$ cat src/include/ctrl_config.svh
// line and register constants; CTRL_BIT_US must be at least 1, ids are 8 bit
`ifndef CTRL_CONFIG_SVH
`define CTRL_CONFIG_SVH

// ----------------------------------------
// line timing
// ----------------------------------------
// pluse_us strobes per line bit
`define CTRL_BIT_US 4

// ----------------------------------------
// ids and identity
// ----------------------------------------
// device id that every board accepts
`define CTRL_BCAST_ID 8'hFF
// dev_id after reset
`define CTRL_DEV_ID_RST 8'h01
// value returned by reg_version
`define CTRL_VERSION 8'h25

`endif

$ cat src/ctrl_pkg.sv
// command format and module 0 register map; only module 0 is decoded locally
package ctrl_pkg;

  // one command, dev byte goes out first
  typedef struct packed {
    logic [7:0] dev;
    logic [7:0] mod;
    logic [7:0] addr;
    logic [7:0] data;
  } cmd_t;

  // addr bit 7 marks a read, bits below it are the register address
  localparam int rd_flag = 7;

  // ----------------------------------------
  // local register map
  // ----------------------------------------
  localparam logic [7:0] cfg_mod     = 8'h00;
  localparam logic [6:0] reg_dev_id  = 7'd0;
  localparam logic [6:0] reg_mod_id  = 7'd1;
  localparam logic [6:0] reg_scratch = 7'd2;
  localparam logic [6:0] reg_version = 7'd3;

  // byte reversal between cmd_t and line order
  // bit 0 of the result is the first payload bit, dev[0]
  // the mapping is its own inverse
  function automatic logic [31:0] line_order(input logic [31:0] v);
    return {v[7:0], v[15:8], v[23:16], v[31:24]};
  endfunction

endpackage

$ cat src/cmd_if.sv
// one command strobe; fields are only valid while vld is high, no back-pressure
interface cmd_if;

  logic [7:0] dev;
  logic [7:0] mod;
  logic [7:0] addr;
  logic [7:0] data;
  logic       vld;

  // sender side
  modport src (
    output dev, mod, addr, data, vld
  );

  // receiver side
  modport dst (
    input dev, mod, addr, data, vld
  );

endinterface

$ cat src/fx_if.sv
// internal fx bus; q is valid the cycle after rd and must read zero when unselected
interface fx_if;

  logic [15:0] waddr;
  logic        wr;
  logic [7:0]  data;
  logic        rd;
  logic [15:0] raddr;
  logic [7:0]  q;

  // bus controller
  modport master (
    output waddr, wr, data, rd, raddr,
    input  q
  );

  // register block
  modport slave (
    input  waddr, wr, data, rd, raddr,
    output q
  );

endinterface

$ cat src/cfg_reg.sv
// decodes module 0 only; other modules read back zero so external q passes
`include "ctrl_config.svh"

module cfg_reg (
  fx_if.slave        bus,
  input  logic [5:0] mod_id,
  output logic [7:0] dev_id,
  input  logic       clk_sys,
  input  logic       rst_n
);

  import ctrl_pkg::*;

  logic [7:0] scratch;
  logic       wr_cfg;
  logic       rd_cfg;

  assign wr_cfg = bus.wr && (bus.waddr[15:8] == cfg_mod);
  assign rd_cfg = bus.rd && (bus.raddr[15:8] == cfg_mod);

  // ----------------------------------------
  // writable registers
  // ----------------------------------------
  always_ff @(posedge clk_sys) begin
    if (!rst_n) begin
      dev_id  <= `CTRL_DEV_ID_RST;
      scratch <= 8'h00;
    end else if (wr_cfg) begin
      case (bus.waddr[7:0])
        {1'b0, reg_dev_id}:  dev_id  <= bus.data;
        {1'b0, reg_scratch}: scratch <= bus.data;
        default: ;
      endcase
    end
  end

  // ----------------------------------------
  // read mux, q one cycle after rd
  // ----------------------------------------
  always_ff @(posedge clk_sys) begin
    if (rd_cfg) begin
      case (bus.raddr[7:0])
        {1'b0, reg_dev_id}:  bus.q <= dev_id;
        {1'b0, reg_mod_id}:  bus.q <= {2'b00, mod_id};
        {1'b0, reg_scratch}: bus.q <= scratch;
        {1'b0, reg_version}: bus.q <= `CTRL_VERSION;
        default:             bus.q <= 8'h00;
      endcase
    end else begin
      bus.q <= 8'h00;
    end
  end

endmodule

$ cat src/control_top.sv
// slave board control path; no mcu port, no bus monitor, commands are never retried
module control_top (
  // rs-485 line
  output logic        tx_ctrl,
  input  logic        rx_ctrl,
  // fx bus
  output logic [15:0] fx_waddr,
  output logic        fx_wr,
  output logic [7:0]  fx_data,
  output logic        fx_rd,
  output logic [15:0] fx_raddr,
  input  logic [7:0]  fx_q,
  // board identity
  output logic [7:0]  dev_id,
  input  logic [5:0]  mod_id,
  // clock and reset
  input  logic        clk_sys,
  input  logic        pluse_us,
  input  logic        rst_n
);

  // ----------------------------------------
  // internal links
  // ----------------------------------------
  cmd_if cmdr ();
  cmd_if cmdt ();
  cmd_if cmdl ();
  fx_if  fx_int ();

  logic [7:0] rd_data;
  logic       rd_vld;

  rx_ctrl_top u_rx_ctrl (
    .rx_ctrl  (rx_ctrl),
    .cmdr     (cmdr),
    .clk_sys  (clk_sys),
    .pluse_us (pluse_us),
    .rst_n    (rst_n)
  );

  factory_ctrl u_factory_ctrl (
    .cmdr    (cmdr),
    .cmdt    (cmdt),
    .cmdl    (cmdl),
    .rd_data (rd_data),
    .rd_vld  (rd_vld),
    .dev_id  (dev_id),
    .clk_sys (clk_sys),
    .rst_n   (rst_n)
  );

  tx_ctrl_top u_tx_ctrl (
    .tx_ctrl  (tx_ctrl),
    .cmdt     (cmdt),
    .clk_sys  (clk_sys),
    .pluse_us (pluse_us),
    .rst_n    (rst_n)
  );

  fx_bc u_fx_bc (
    .cmdl    (cmdl),
    .bus     (fx_int),
    .fx_q    (fx_q),
    .rd_data (rd_data),
    .rd_vld  (rd_vld),
    .clk_sys (clk_sys),
    .rst_n   (rst_n)
  );

  cfg_reg u_cfg_reg (
    .bus     (fx_int),
    .mod_id  (mod_id),
    .dev_id  (dev_id),
    .clk_sys (clk_sys),
    .rst_n   (rst_n)
  );

  // bus outputs to the board
  assign fx_waddr = fx_int.waddr;
  assign fx_wr    = fx_int.wr;
  assign fx_data  = fx_int.data;
  assign fx_rd    = fx_int.rd;
  assign fx_raddr = fx_int.raddr;

endmodule

$ cat src/factory_ctrl.sv
// frames from rx are ignored while a local read is pending; no error replies
`include "ctrl_config.svh"

module factory_ctrl (
  cmd_if.dst         cmdr,
  cmd_if.src         cmdt,
  cmd_if.src         cmdl,
  input  logic [7:0] rd_data,
  input  logic       rd_vld,
  input  logic [7:0] dev_id,
  input  logic       clk_sys,
  input  logic       rst_n
);

  import ctrl_pkg::*;

  typedef enum logic {
    st_idle,
    st_wait_read
  } state_t;

  state_t state;
  cmd_t   in_cmd;
  cmd_t   t_cmd;
  cmd_t   l_cmd;
  logic   t_vld;
  logic   l_vld;
  logic   is_bc;
  logic   is_me;
  logic   is_rd;
  logic   do_fwd;
  logic   do_loc;

  assign in_cmd = {cmdr.dev, cmdr.mod, cmdr.addr, cmdr.data};
  assign is_bc  = (in_cmd.dev == `CTRL_BCAST_ID);
  assign is_me  = (in_cmd.dev == dev_id);
  assign is_rd  = in_cmd.addr[rd_flag];

  // ----------------------------------------
  // routing decode
  // ----------------------------------------
  always_comb begin
    do_fwd = 1'b0;
    do_loc = 1'b0;
    if (is_bc) begin
      // broadcast always travels on, reads are not answered
      do_fwd = 1'b1;
      do_loc = !is_rd;
    end else if (is_me) begin
      do_loc = 1'b1;
    end else begin
      do_fwd = 1'b1;
    end
  end

  // ----------------------------------------
  // control fsm
  // ----------------------------------------
  always_ff @(posedge clk_sys) begin
    if (!rst_n) begin
      state <= st_idle;
      t_vld <= 1'b0;
      l_vld <= 1'b0;
    end else begin
      t_vld <= 1'b0;
      l_vld <= 1'b0;
      case (state)
        st_idle: begin
          if (cmdr.vld) begin
            t_vld <= do_fwd;
            l_vld <= do_loc;
            if (do_loc && is_rd) begin
              state <= st_wait_read;
            end
          end
        end
        st_wait_read: begin
          if (rd_vld) begin
            t_vld <= 1'b1;
            state <= st_idle;
          end
        end
        default: state <= st_idle;
      endcase
    end
  end

  // command payloads; l_cmd keeps mod and addr for the reply
  always_ff @(posedge clk_sys) begin
    if (state == st_idle && cmdr.vld) begin
      if (do_fwd) begin
        t_cmd <= in_cmd;
      end
      if (do_loc) begin
        l_cmd <= in_cmd;
      end
    end else if (state == st_wait_read && rd_vld) begin
      t_cmd <= {dev_id, l_cmd.mod, l_cmd.addr, rd_data};
    end
  end

  assign cmdt.dev  = t_cmd.dev;
  assign cmdt.mod  = t_cmd.mod;
  assign cmdt.addr = t_cmd.addr;
  assign cmdt.data = t_cmd.data;
  assign cmdt.vld  = t_vld;

  assign cmdl.dev  = l_cmd.dev;
  assign cmdl.mod  = l_cmd.mod;
  assign cmdl.addr = l_cmd.addr;
  assign cmdl.data = l_cmd.data;
  assign cmdl.vld  = l_vld;

  // read data from fx_bc only answers a read issued here
  a_rd_in_wait: assert property (@(posedge clk_sys) disable iff (!rst_n)
    rd_vld |-> state == st_wait_read);

endmodule

$ cat src/fx_bc.sv
// single outstanding cycle; external slaves must return q the cycle after rd
module fx_bc (
  cmd_if.dst         cmdl,
  fx_if.master       bus,
  input  logic [7:0] fx_q,
  output logic [7:0] rd_data,
  output logic       rd_vld,
  input  logic       clk_sys,
  input  logic       rst_n
);

  import ctrl_pkg::*;

  logic        is_rd;
  logic        rd_d;
  logic [15:0] addr_w;

  assign is_rd = cmdl.addr[rd_flag];
  // mod in the high byte, register address in the low byte
  assign addr_w = {cmdl.mod, 1'b0, cmdl.addr[rd_flag-1:0]};

  // ----------------------------------------
  // bus strobes
  // ----------------------------------------
  always_ff @(posedge clk_sys) begin
    if (!rst_n) begin
      bus.wr <= 1'b0;
      bus.rd <= 1'b0;
      rd_d   <= 1'b0;
      rd_vld <= 1'b0;
    end else begin
      bus.wr <= cmdl.vld && !is_rd;
      bus.rd <= cmdl.vld && is_rd;
      // q is on the bus while rd_d is high
      rd_d   <= bus.rd;
      rd_vld <= rd_d;
    end
  end

  // addresses, write data and captured read data
  always_ff @(posedge clk_sys) begin
    if (cmdl.vld) begin
      if (is_rd) begin
        bus.raddr <= addr_w;
      end else begin
        bus.waddr <= addr_w;
        bus.data  <= cmdl.data;
      end
    end
    if (rd_d) begin
      // unselected slaves drive zero
      rd_data <= fx_q | bus.q;
    end
  end

endmodule

$ cat src/rx_ctrl_top.sv
// line idles high; a frame with a low stop bit is dropped without any report
`include "ctrl_config.svh"

module rx_ctrl_top (
  input  logic rx_ctrl,
  cmd_if.src   cmdr,
  input  logic clk_sys,
  input  logic pluse_us,
  input  logic rst_n
);

  import ctrl_pkg::*;

  localparam int pw = $clog2(`CTRL_BIT_US + 1);
  // first sample lands in the middle of the start bit
  localparam logic [pw-1:0] half = pw'((`CTRL_BIT_US + 1) / 2);

  logic          rx_s1;
  logic          rx_s2;
  logic          rx_s3;
  logic          fall;
  logic          busy;
  logic          smp;
  logic [pw-1:0] pcnt;
  logic [5:0]    bcnt;
  logic [31:0]   sh;
  logic          vld_q;
  cmd_t          cmd_q;

  assign fall = rx_s3 && !rx_s2;
  assign smp  = busy && pluse_us && (pcnt == pw'(1));

  // ----------------------------------------
  // sync, start detect and bit timing
  // ----------------------------------------
  always_ff @(posedge clk_sys) begin
    if (!rst_n) begin
      rx_s1 <= 1'b1;
      rx_s2 <= 1'b1;
      rx_s3 <= 1'b1;
      busy  <= 1'b0;
      pcnt  <= '0;
      bcnt  <= '0;
      vld_q <= 1'b0;
    end else begin
      rx_s1 <= rx_ctrl;
      rx_s2 <= rx_s1;
      rx_s3 <= rx_s2;
      vld_q <= 1'b0;
      if (!busy) begin
        if (fall) begin
          busy <= 1'b1;
          pcnt <= half;
          bcnt <= '0;
        end
      end else if (smp) begin
        pcnt <= pw'(`CTRL_BIT_US);
        bcnt <= bcnt + 6'd1;
        if (bcnt == 6'd0 && rx_s2) begin
          // glitch, not a start bit
          busy <= 1'b0;
        end else if (bcnt == 6'd33) begin
          busy  <= 1'b0;
          vld_q <= rx_s2;
        end
      end else if (pluse_us) begin
        pcnt <= pcnt - 1'b1;
      end
    end
  end

  // payload shift, first bit ends up in sh[0]
  always_ff @(posedge clk_sys) begin
    if (smp && bcnt >= 6'd1 && bcnt <= 6'd32) begin
      sh <= {rx_s2, sh[31:1]};
    end
    if (smp && bcnt == 6'd33) begin
      cmd_q <= cmd_t'(line_order(sh));
    end
  end

  assign cmdr.dev  = cmd_q.dev;
  assign cmdr.mod  = cmd_q.mod;
  assign cmdr.addr = cmd_q.addr;
  assign cmdr.data = cmd_q.data;
  assign cmdr.vld  = vld_q;

  // one command per frame, never back to back
  a_vld_single: assert property (@(posedge clk_sys) disable iff (!rst_n)
    cmdr.vld |=> !cmdr.vld);

endmodule

$ cat src/tx_ctrl_top.sv
// one frame at a time; a command that arrives during a frame is lost
`include "ctrl_config.svh"

module tx_ctrl_top (
  output logic tx_ctrl,
  cmd_if.dst   cmdt,
  input  logic clk_sys,
  input  logic pluse_us,
  input  logic rst_n
);

  import ctrl_pkg::*;

  localparam int pw = $clog2(`CTRL_BIT_US + 1);

  cmd_t          cmd_in;
  logic [33:0]   sh;
  logic          busy;
  logic          emit;
  logic [pw-1:0] pcnt;
  logic [5:0]    bcnt;

  assign cmd_in = {cmdt.dev, cmdt.mod, cmdt.addr, cmdt.data};
  // next bit goes out on this pulse
  assign emit = busy && pluse_us && (pcnt == '0) && (bcnt != 6'd34);

  // ----------------------------------------
  // frame timing
  // ----------------------------------------
  always_ff @(posedge clk_sys) begin
    if (!rst_n) begin
      tx_ctrl <= 1'b1;
      busy    <= 1'b0;
      pcnt    <= '0;
      bcnt    <= '0;
    end else if (!busy) begin
      busy <= cmdt.vld;
      pcnt <= '0;
      bcnt <= '0;
    end else if (pluse_us) begin
      if (pcnt != '0) begin
        pcnt <= pcnt - 1'b1;
      end else if (bcnt == 6'd34) begin
        // stop bit has run its full period
        busy <= 1'b0;
      end else begin
        tx_ctrl <= sh[0];
        bcnt    <= bcnt + 6'd1;
        pcnt    <= pw'(`CTRL_BIT_US - 1);
      end
    end
  end

  // start bit in sh[0], stop bit in sh[33]
  always_ff @(posedge clk_sys) begin
    if (!busy && cmdt.vld) begin
      sh <= {1'b1, line_order(cmd_in), 1'b0};
    end else if (emit) begin
      sh <= {1'b1, sh[33:1]};
    end
  end

  // forward and reply traffic must leave a frame time between commands
  a_no_overrun: assert property (@(posedge clk_sys) disable iff (!rst_n)
    cmdt.vld |-> !busy);

endmodule

$ cat config.mk
export PLATFORM = sky130hd
export DESIGN_NAME = control_top
export DESIGN_NICKNAME = d
export VERILOG_FILES = /design/src/ctrl_pkg.sv /design/src/cmd_if.sv /design/src/fx_if.sv /design/src/cfg_reg.sv /design/src/control_top.sv /design/src/factory_ctrl.sv /design/src/fx_bc.sv /design/src/rx_ctrl_top.sv /design/src/tx_ctrl_top.sv
export VERILOG_INCLUDE_DIRS = /design/src /design/src/include
export SDC_FILE = /design/constraint.sdc
export NUM_CORES = 1
export LEC_CHECK = 0
export BUFFER_PORTS_ARGS = -buffer_cell sky130_fd_sc_hd__buf_4
export CORE_MARGIN = 1
export CORE_UTILIZATION = 50
export DETAILED_ROUTE_END_ITERATION = 16
export PLACE_DENSITY_LB_ADDON = 0.08
export RECOVER_POWER = 25
export SYNTH_ARGS = -nofsm -noshare
export SYNTH_HDL_FRONTEND = slang
export SYNTH_SLANG_ARGS = --single-unit
$ cat constraint.sdc
create_clock -name clk_sys -period 7.1 [get_ports clk_sys]
set_input_delay 1.065 -clock clk_sys [delete_from_list [all_inputs] [get_ports clk_sys]]
set_output_delay 1.065 -clock clk_sys [all_outputs]
set_load 0.1 [all_outputs]
### Word level (Yosys, flattened, before mapping)

Index checks and enable logic that the tools add are counted.
W data, S select, Z words.

* add/sub/neg operators: 4
* magnitude comparators: 2
* equality and inequality tests: 14
* mux-type cells: 35
* bitwise gates (word level): 10
* reductions and logical operators: 46

Operator list (count)
* $mux W32: 3
* $mux W33: 2
* $logic_not A8 Y1: 4
* $pmux W8 S4: 1
* $eq A7 B2 Y1 const B: 3
* $reduce_and A2 Y1: 10
* $logic_and A1 B1 Y1: 18
* $mux W1: 18
* $mux W3: 6
* $mux W6: 3
* $add A6 B1 Y6 const B: 2
* $eq A6 B6 Y1 const B: 2
* $not A1 Y1: 9
* $eq A8 B8 Y1: 1
* $eq A8 B8 Y1 const B: 1
* $or A8 B8 Y8: 1
* $eq A7 B1 Y1 const B: 1
* $ge A6 B1 Y1 const B: 1
* $le A6 B6 Y1 const B: 1
* $logic_not A6 Y1: 1
* $ne A6 B6 Y1 const B: 1
* $reduce_bool A2 Y1: 3
* $sub A3 B1 Y3 const B: 2
* $reduce_or A5 Y1: 1
* 11 further kinds: 16

* register bits after elaboration: 255
* input bits: 18
* output and inout port bits: 51
* word-level logic and storage cells: 150

### Longest topological paths before layout

* depth after elaboration: 7
* mapped depth: 9

### Cells and area by module

From an unflattened synthesis, not the netlist that was laid out.

* cells, all modules: 736
* area, all modules: 10237.3 sq um

By module, submodules not included
* rx_ctrl_top: times used 1, cells an instance 148, area an instance 2697.6 sq um, sequential area each 2202.1 sq um
* factory_ctrl: times used 1, cells an instance 196, area an instance 2566.2 sq um, sequential area each 1981.9 sq um
* tx_ctrl_top: times used 1, cells an instance 214, area an instance 2328.5 sq um, sequential area each 1201.2 sq um
* fx_bc: times used 1, cells an instance 67, area an instance 1570.3 sq um, sequential area each 1461.4 sq um
* cfg_reg: times used 1, cells an instance 111, area an instance 1074.8 sq um, sequential area each 480.5 sq um

### Worst setup path before layout

OpenSTA, ideal clock, no wires.

* kind: input-to-reg
* start: in pluse_us
* end: reg u_rx_ctrl.sh[0], enable pin
* data arrival time: 3.066 ns
* required time: 6.668 ns
* slack: 3.602 ns
* stages on the path: 4
* path through: and4b_1 buf_2 nand2_1 a21oi_1

* word-level cells in the longest chain between the ends: 4

RTL lines
* start: declaration: RTL line control_top.sv:18 `input logic pluse_us,`
* $logic_and A1 B1 Y1 (2 in a row): RTL line rx_ctrl_top.sv:31 `assign smp = busy && pluse_us && (pcnt == pw'(1));`
* $logic_and A1 B1 Y1 (2 in a row): RTL line rx_ctrl_top.sv:74 `if (smp && bcnt >= 6'd1 && bcnt <= 6'd32) begin`
* end signal: assignment: RTL line rx_ctrl_top.sv:75 `sh <= {rx_s2, sh[31:1]};`
* end: declaration: RTL line rx_ctrl_top.sv:26 `logic [31:0] sh;`

No other way between the ends.
A chain may end at the register's enable or synchronous reset.

### Final worst setup path

* start: reg u_fx_bc.bus.raddr[0]
* end: out fx_raddr[0]

RTL lines
* start: declaration: RTL line fx_if.sv:13 `output waddr, wr, data, rd, raddr,`
* start signal: assignment: RTL line fx_bc.sv:44 `bus.raddr <= addr_w;`
* end: declaration: RTL line control_top.sv:11 `output logic [15:0] fx_raddr,`

No word-level cell between the ends.

==> results.tsv <==
stage	metric	value	unit
floorplanning	dieWidth	140	um
floorplanning	row_count	49	
placement	hpwlAfterDp	11500	um
clock_tree	cts_hold_repair.buffers	0	
final_layout	diodes	0	
drt	initialDrtViolationCount	290	
worst_setup_path	worstSetupStartpointType	flip-flop	
final_layout	sequential_cell_area	7090	um2
drt	m1_wire_length	8250	um
final_layout	multiInputGateArea	2230	um2
outcome	run_status	complete, no violations	
drt	drt_pre_antenna_iters	4	
final_layout	fillCellCount	1368	
clock_tree	clock_sinks	255	
worst_setup_path	crit_fanout	11	
drt	drt_drc_violations_left	0	
clock_tree	max-clock-path-buffers	3	
global_routing	antenna_found_initial	0	
placement	finalWeightedCongestion	0.780	
flow_run	number_of_maximum_capacitance_violations	0	
clock_tree	cts_resized	0	
global_routing	gr-total-overflow	0	
sta	final_max_slew_viol_count	0	
floorplanning	boundaryPins	69	
clock_tree	cts_max_level	1	
floorplanning	die_area	19500	um2
logic_synthesis	asyncSetResetFlopFracSynth	0	%
clock_tree	clk_transition_reported_paths	60	ps
worst_setup_path	critical_path.endpoint_type	output pin	
global_routing	first_global_vias	4975	
worst_setup_path	cp.required	6030	ps
clock_tree	post-cts-setup-buffer-count	0	
clock_tree	ctsRootBufferMaster	sky130_fd_sc_hd__clkbuf_16	
final_layout	final_core_util	60.6	%
drt	route.met2.wl	8520	um
worst_setup_path	crit_path_cell_trace	buf_4	
logic_synthesis	synth_seq_cells	255	
sta	timing.clock.skew	10.2	ps
drt	wirelength_per_cell	19.8	um
power_and_ir_drop	vdd_drop_max	0.277	mV
global_routing	grt_max_degree	38	
sta	period_minus_slack	2690	ps
clock_tree	clock_tree_from_tritoncts	done	
drt	route.top_layer_used	met4	
sta	tightestPinTransition	1140	ps
hold_path	hp-class	reg -> reg	
worst_setup_path	critical_setup_path_kind	reg -> out	
power_and_ir_drop	cellPowerDensity	271	nW/um2
logic_synthesis	yosys_warnings	0	
clock_tree	clk_latency	520	ps
sta	timing.final.crit_share	37.9	%
sta	grt_setup_unrepaired	false	
sta	final-setup-viol-count	0	
drt	vias	4840	
floorplanning	floorplan.initialDensity	51.8	%
sta	fin_tns_setup	0	ps
global_routing	wire_length_of_the_first_global_routing_pass	28000	um
power_and_ir_drop	finalPower	3000	uW
clock_tree	cts_buffers	26	
sta	final.hold.worst_slack	419	ps
drt	route.final.wire_length	17800	um
placement	buffer_ports.inserted	66	
logic_synthesis	postSynthCellCount	568	
drt	drt.antenna.violating_nets	0	
floorplanning	core_area	18300	um2
drt	met3WireLength	697	um
sta	max-slew-margin-rel	23.7	%
logic_synthesis	synthDistinctLibCells	52	
floorplanning	die-height	140	um
worst_setup_path	timing.critical_path.slowest_stage_cell	sky130_fd_sc_hd__edfxtp_1	
sta	timing_hold_violations_final	0	
logic_synthesis	synth-main-ff-cell	sky130_fd_sc_hd__edfxtp_1	
global_routing	grt.total_usage	18.8	%
logic_synthesis	synth_enable_flop_cells	198	
final_layout	area.growth.synth_to_final	17.1	%
logic_synthesis	mappedNetlistArea	9460	um2
worst_setup_path	worstPathBufferInverterCount	1	
final_layout	final_layout_size_suffix_gt1_share	25.4	%
logic_synthesis	synth_seq_area_share	74.9	%
worst_setup_path	critical_path_arrival	1630	ps
drt	viasPerCell	5.39	
worst_setup_path	cpPeakStageDelay	710	ps
power_and_ir_drop	p_leak	0.00402	uW
final_layout	finish.net_count	678	
sta	max_freq	372	MHz
logic_synthesis	synth_area_per_cell	16.7	um2
worst_setup_path	cp_top_family	flip-flops	
[stage by stage]
step                instances  worst slack, ps  area (um2)
finish                    898             4410       11100
global route              898             4320       11100
CTS                       898             4380       11100
detailed placement        850             4040       10200
global placement          850             4160       10200
floorplan                 569             3600        9460
[cell usage after synthesis, drive strengths merged, types with 4 or more instances]
| master | number | area share, % |
|---|---|---|
| nand3 | 6 | 0.32 |
| xor2 | 7 | 0.65 |
| a21oi | 7 | 0.37 |
| ha | 11 | 1.5 |
| nor2b | 22 | 1.5 |
| and2 | 5 | 0.33 |
| mux2 | 35 | 4.2 |
| a22o | 31 | 2.9 |
| dfxtp | 57 | 12 |
| nor2 | 30 | 1.2 |
| mux2i | 23 | 2.4 |
| clkbuf | 9 | 0.36 |
| inv | 12 | 0.48 |
| nand2 | 17 | 0.67 |
| or2 | 9 | 0.60 |
| buf | 12 | 0.95 |
| o22ai | 4 | 0.26 |
| nand4 | 12 | 1.1 |
| nand2b | 4 | 0.26 |
| xnor2 | 9 | 0.83 |
| and3 | 4 | 0.26 |
| edfxtp | 198 | 63 |
| nor3 | 8 | 0.42 |
| nor4 | 5 | 0.65 |
[layer usage]
metal / global-route usage (%) / vias to the layer above
met5: 0 / -
met4: 4.57 / 0
met3: 3.20 / 24
met2: 31.3 / 98
met1: 25.9 / 2407
li1: - / 2311
[where the power goes]
part,internal (uW),switching [uW],leakage [uW]
sequential,1590,1.82,0.00230
clock,835,547,0.000423
combinational,13.6,15.8,0.00130
[flip-flops by register name, indices dropped and copies added (netlist names), 8 cells and up]
register	cells
u_cfg_reg.bus.q	8
u_cfg_reg.dev_id	8
u_cfg_reg.scratch	8
u_factory_ctrl.cmdl.addr	8
u_factory_ctrl.cmdl.data	8
u_factory_ctrl.cmdl.mod	8
u_factory_ctrl.cmdt.addr	8
u_factory_ctrl.cmdt.data	8
u_factory_ctrl.cmdt.dev	8
u_factory_ctrl.cmdt.mod	8
u_fx_bc.bus.data	8
u_fx_bc.bus.raddr	15
u_fx_bc.bus.waddr	15
u_fx_bc.rd_data	8
u_rx_ctrl.cmdr.addr	8
u_rx_ctrl.cmdr.data	8
u_rx_ctrl.cmdr.dev	8
u_rx_ctrl.cmdr.mod	8
u_rx_ctrl.sh	32
u_tx_ctrl.sh	33
[worst paths after layout]
kind                        startpoint               end  slack [ps]  depth (start not counted)
setup reg to reg     u_tx_ctrl.pcnt[0]  u_tx_ctrl.sh[30]        4500                          7
hold reg to reg        u_rx_ctrl.rx_s1   u_rx_ctrl.rx_s2         420                          1
hold / removal         u_rx_ctrl.rx_s1   u_rx_ctrl.rx_s2         420                          1
setup / recovery  u_fx_bc.bus.raddr[0]       fx_raddr[0]        4410                          1
[logic make-up after synthesis]
group	share of synthesized area, %
muxes	6.60
AOI/OAI and AO/OA	5.14
DFF	74.9
adders and majority gates	1.45
xor gates and xnor gates	1.48
and+or+nand+nor	8.58
other	0.0396
buffers and inverters	1.79
[cells in the final DEF, fill, tap and decap left out, drive strengths merged, types with 2 or more instances in the layout]
master / instances
dfxtp: 57
clkbuf: 35
conb: 2
nor4: 5
edfxtp: 198
o22ai: 4
nor4b: 3
nand4: 12
nand3: 6
and3: 4
nor2: 30
a21oi: 7
or2: 9
inv: 12
o211a: 2
o21a: 2
buf: 73
nor2b: 22
bufinv: 3
o21ai: 3
a22o: 31
and2: 5
xor2: 7
clkinv: 7
o31ai: 2
nor3: 8
nand2: 17
clkinvlp: 3
nand2b: 4
mux2: 35
a31oi: 2
a21boi: 2
a211oi: 2
ha: 11
mux2i: 23
xnor2: 9
[area by class of cell]
cell class / count / share of cell area [%]
flip-flops and latches: 255 / 64.0
multi-input cells: 281 / 20.1
inverters: 12 / 0.407
clock inverters: 13 / 1.30
well taps: 229 / 2.59
repair buffers: 73 / 4.95
clock buffers: 35 / 6.64
Power figures use the tool's default switching activity.
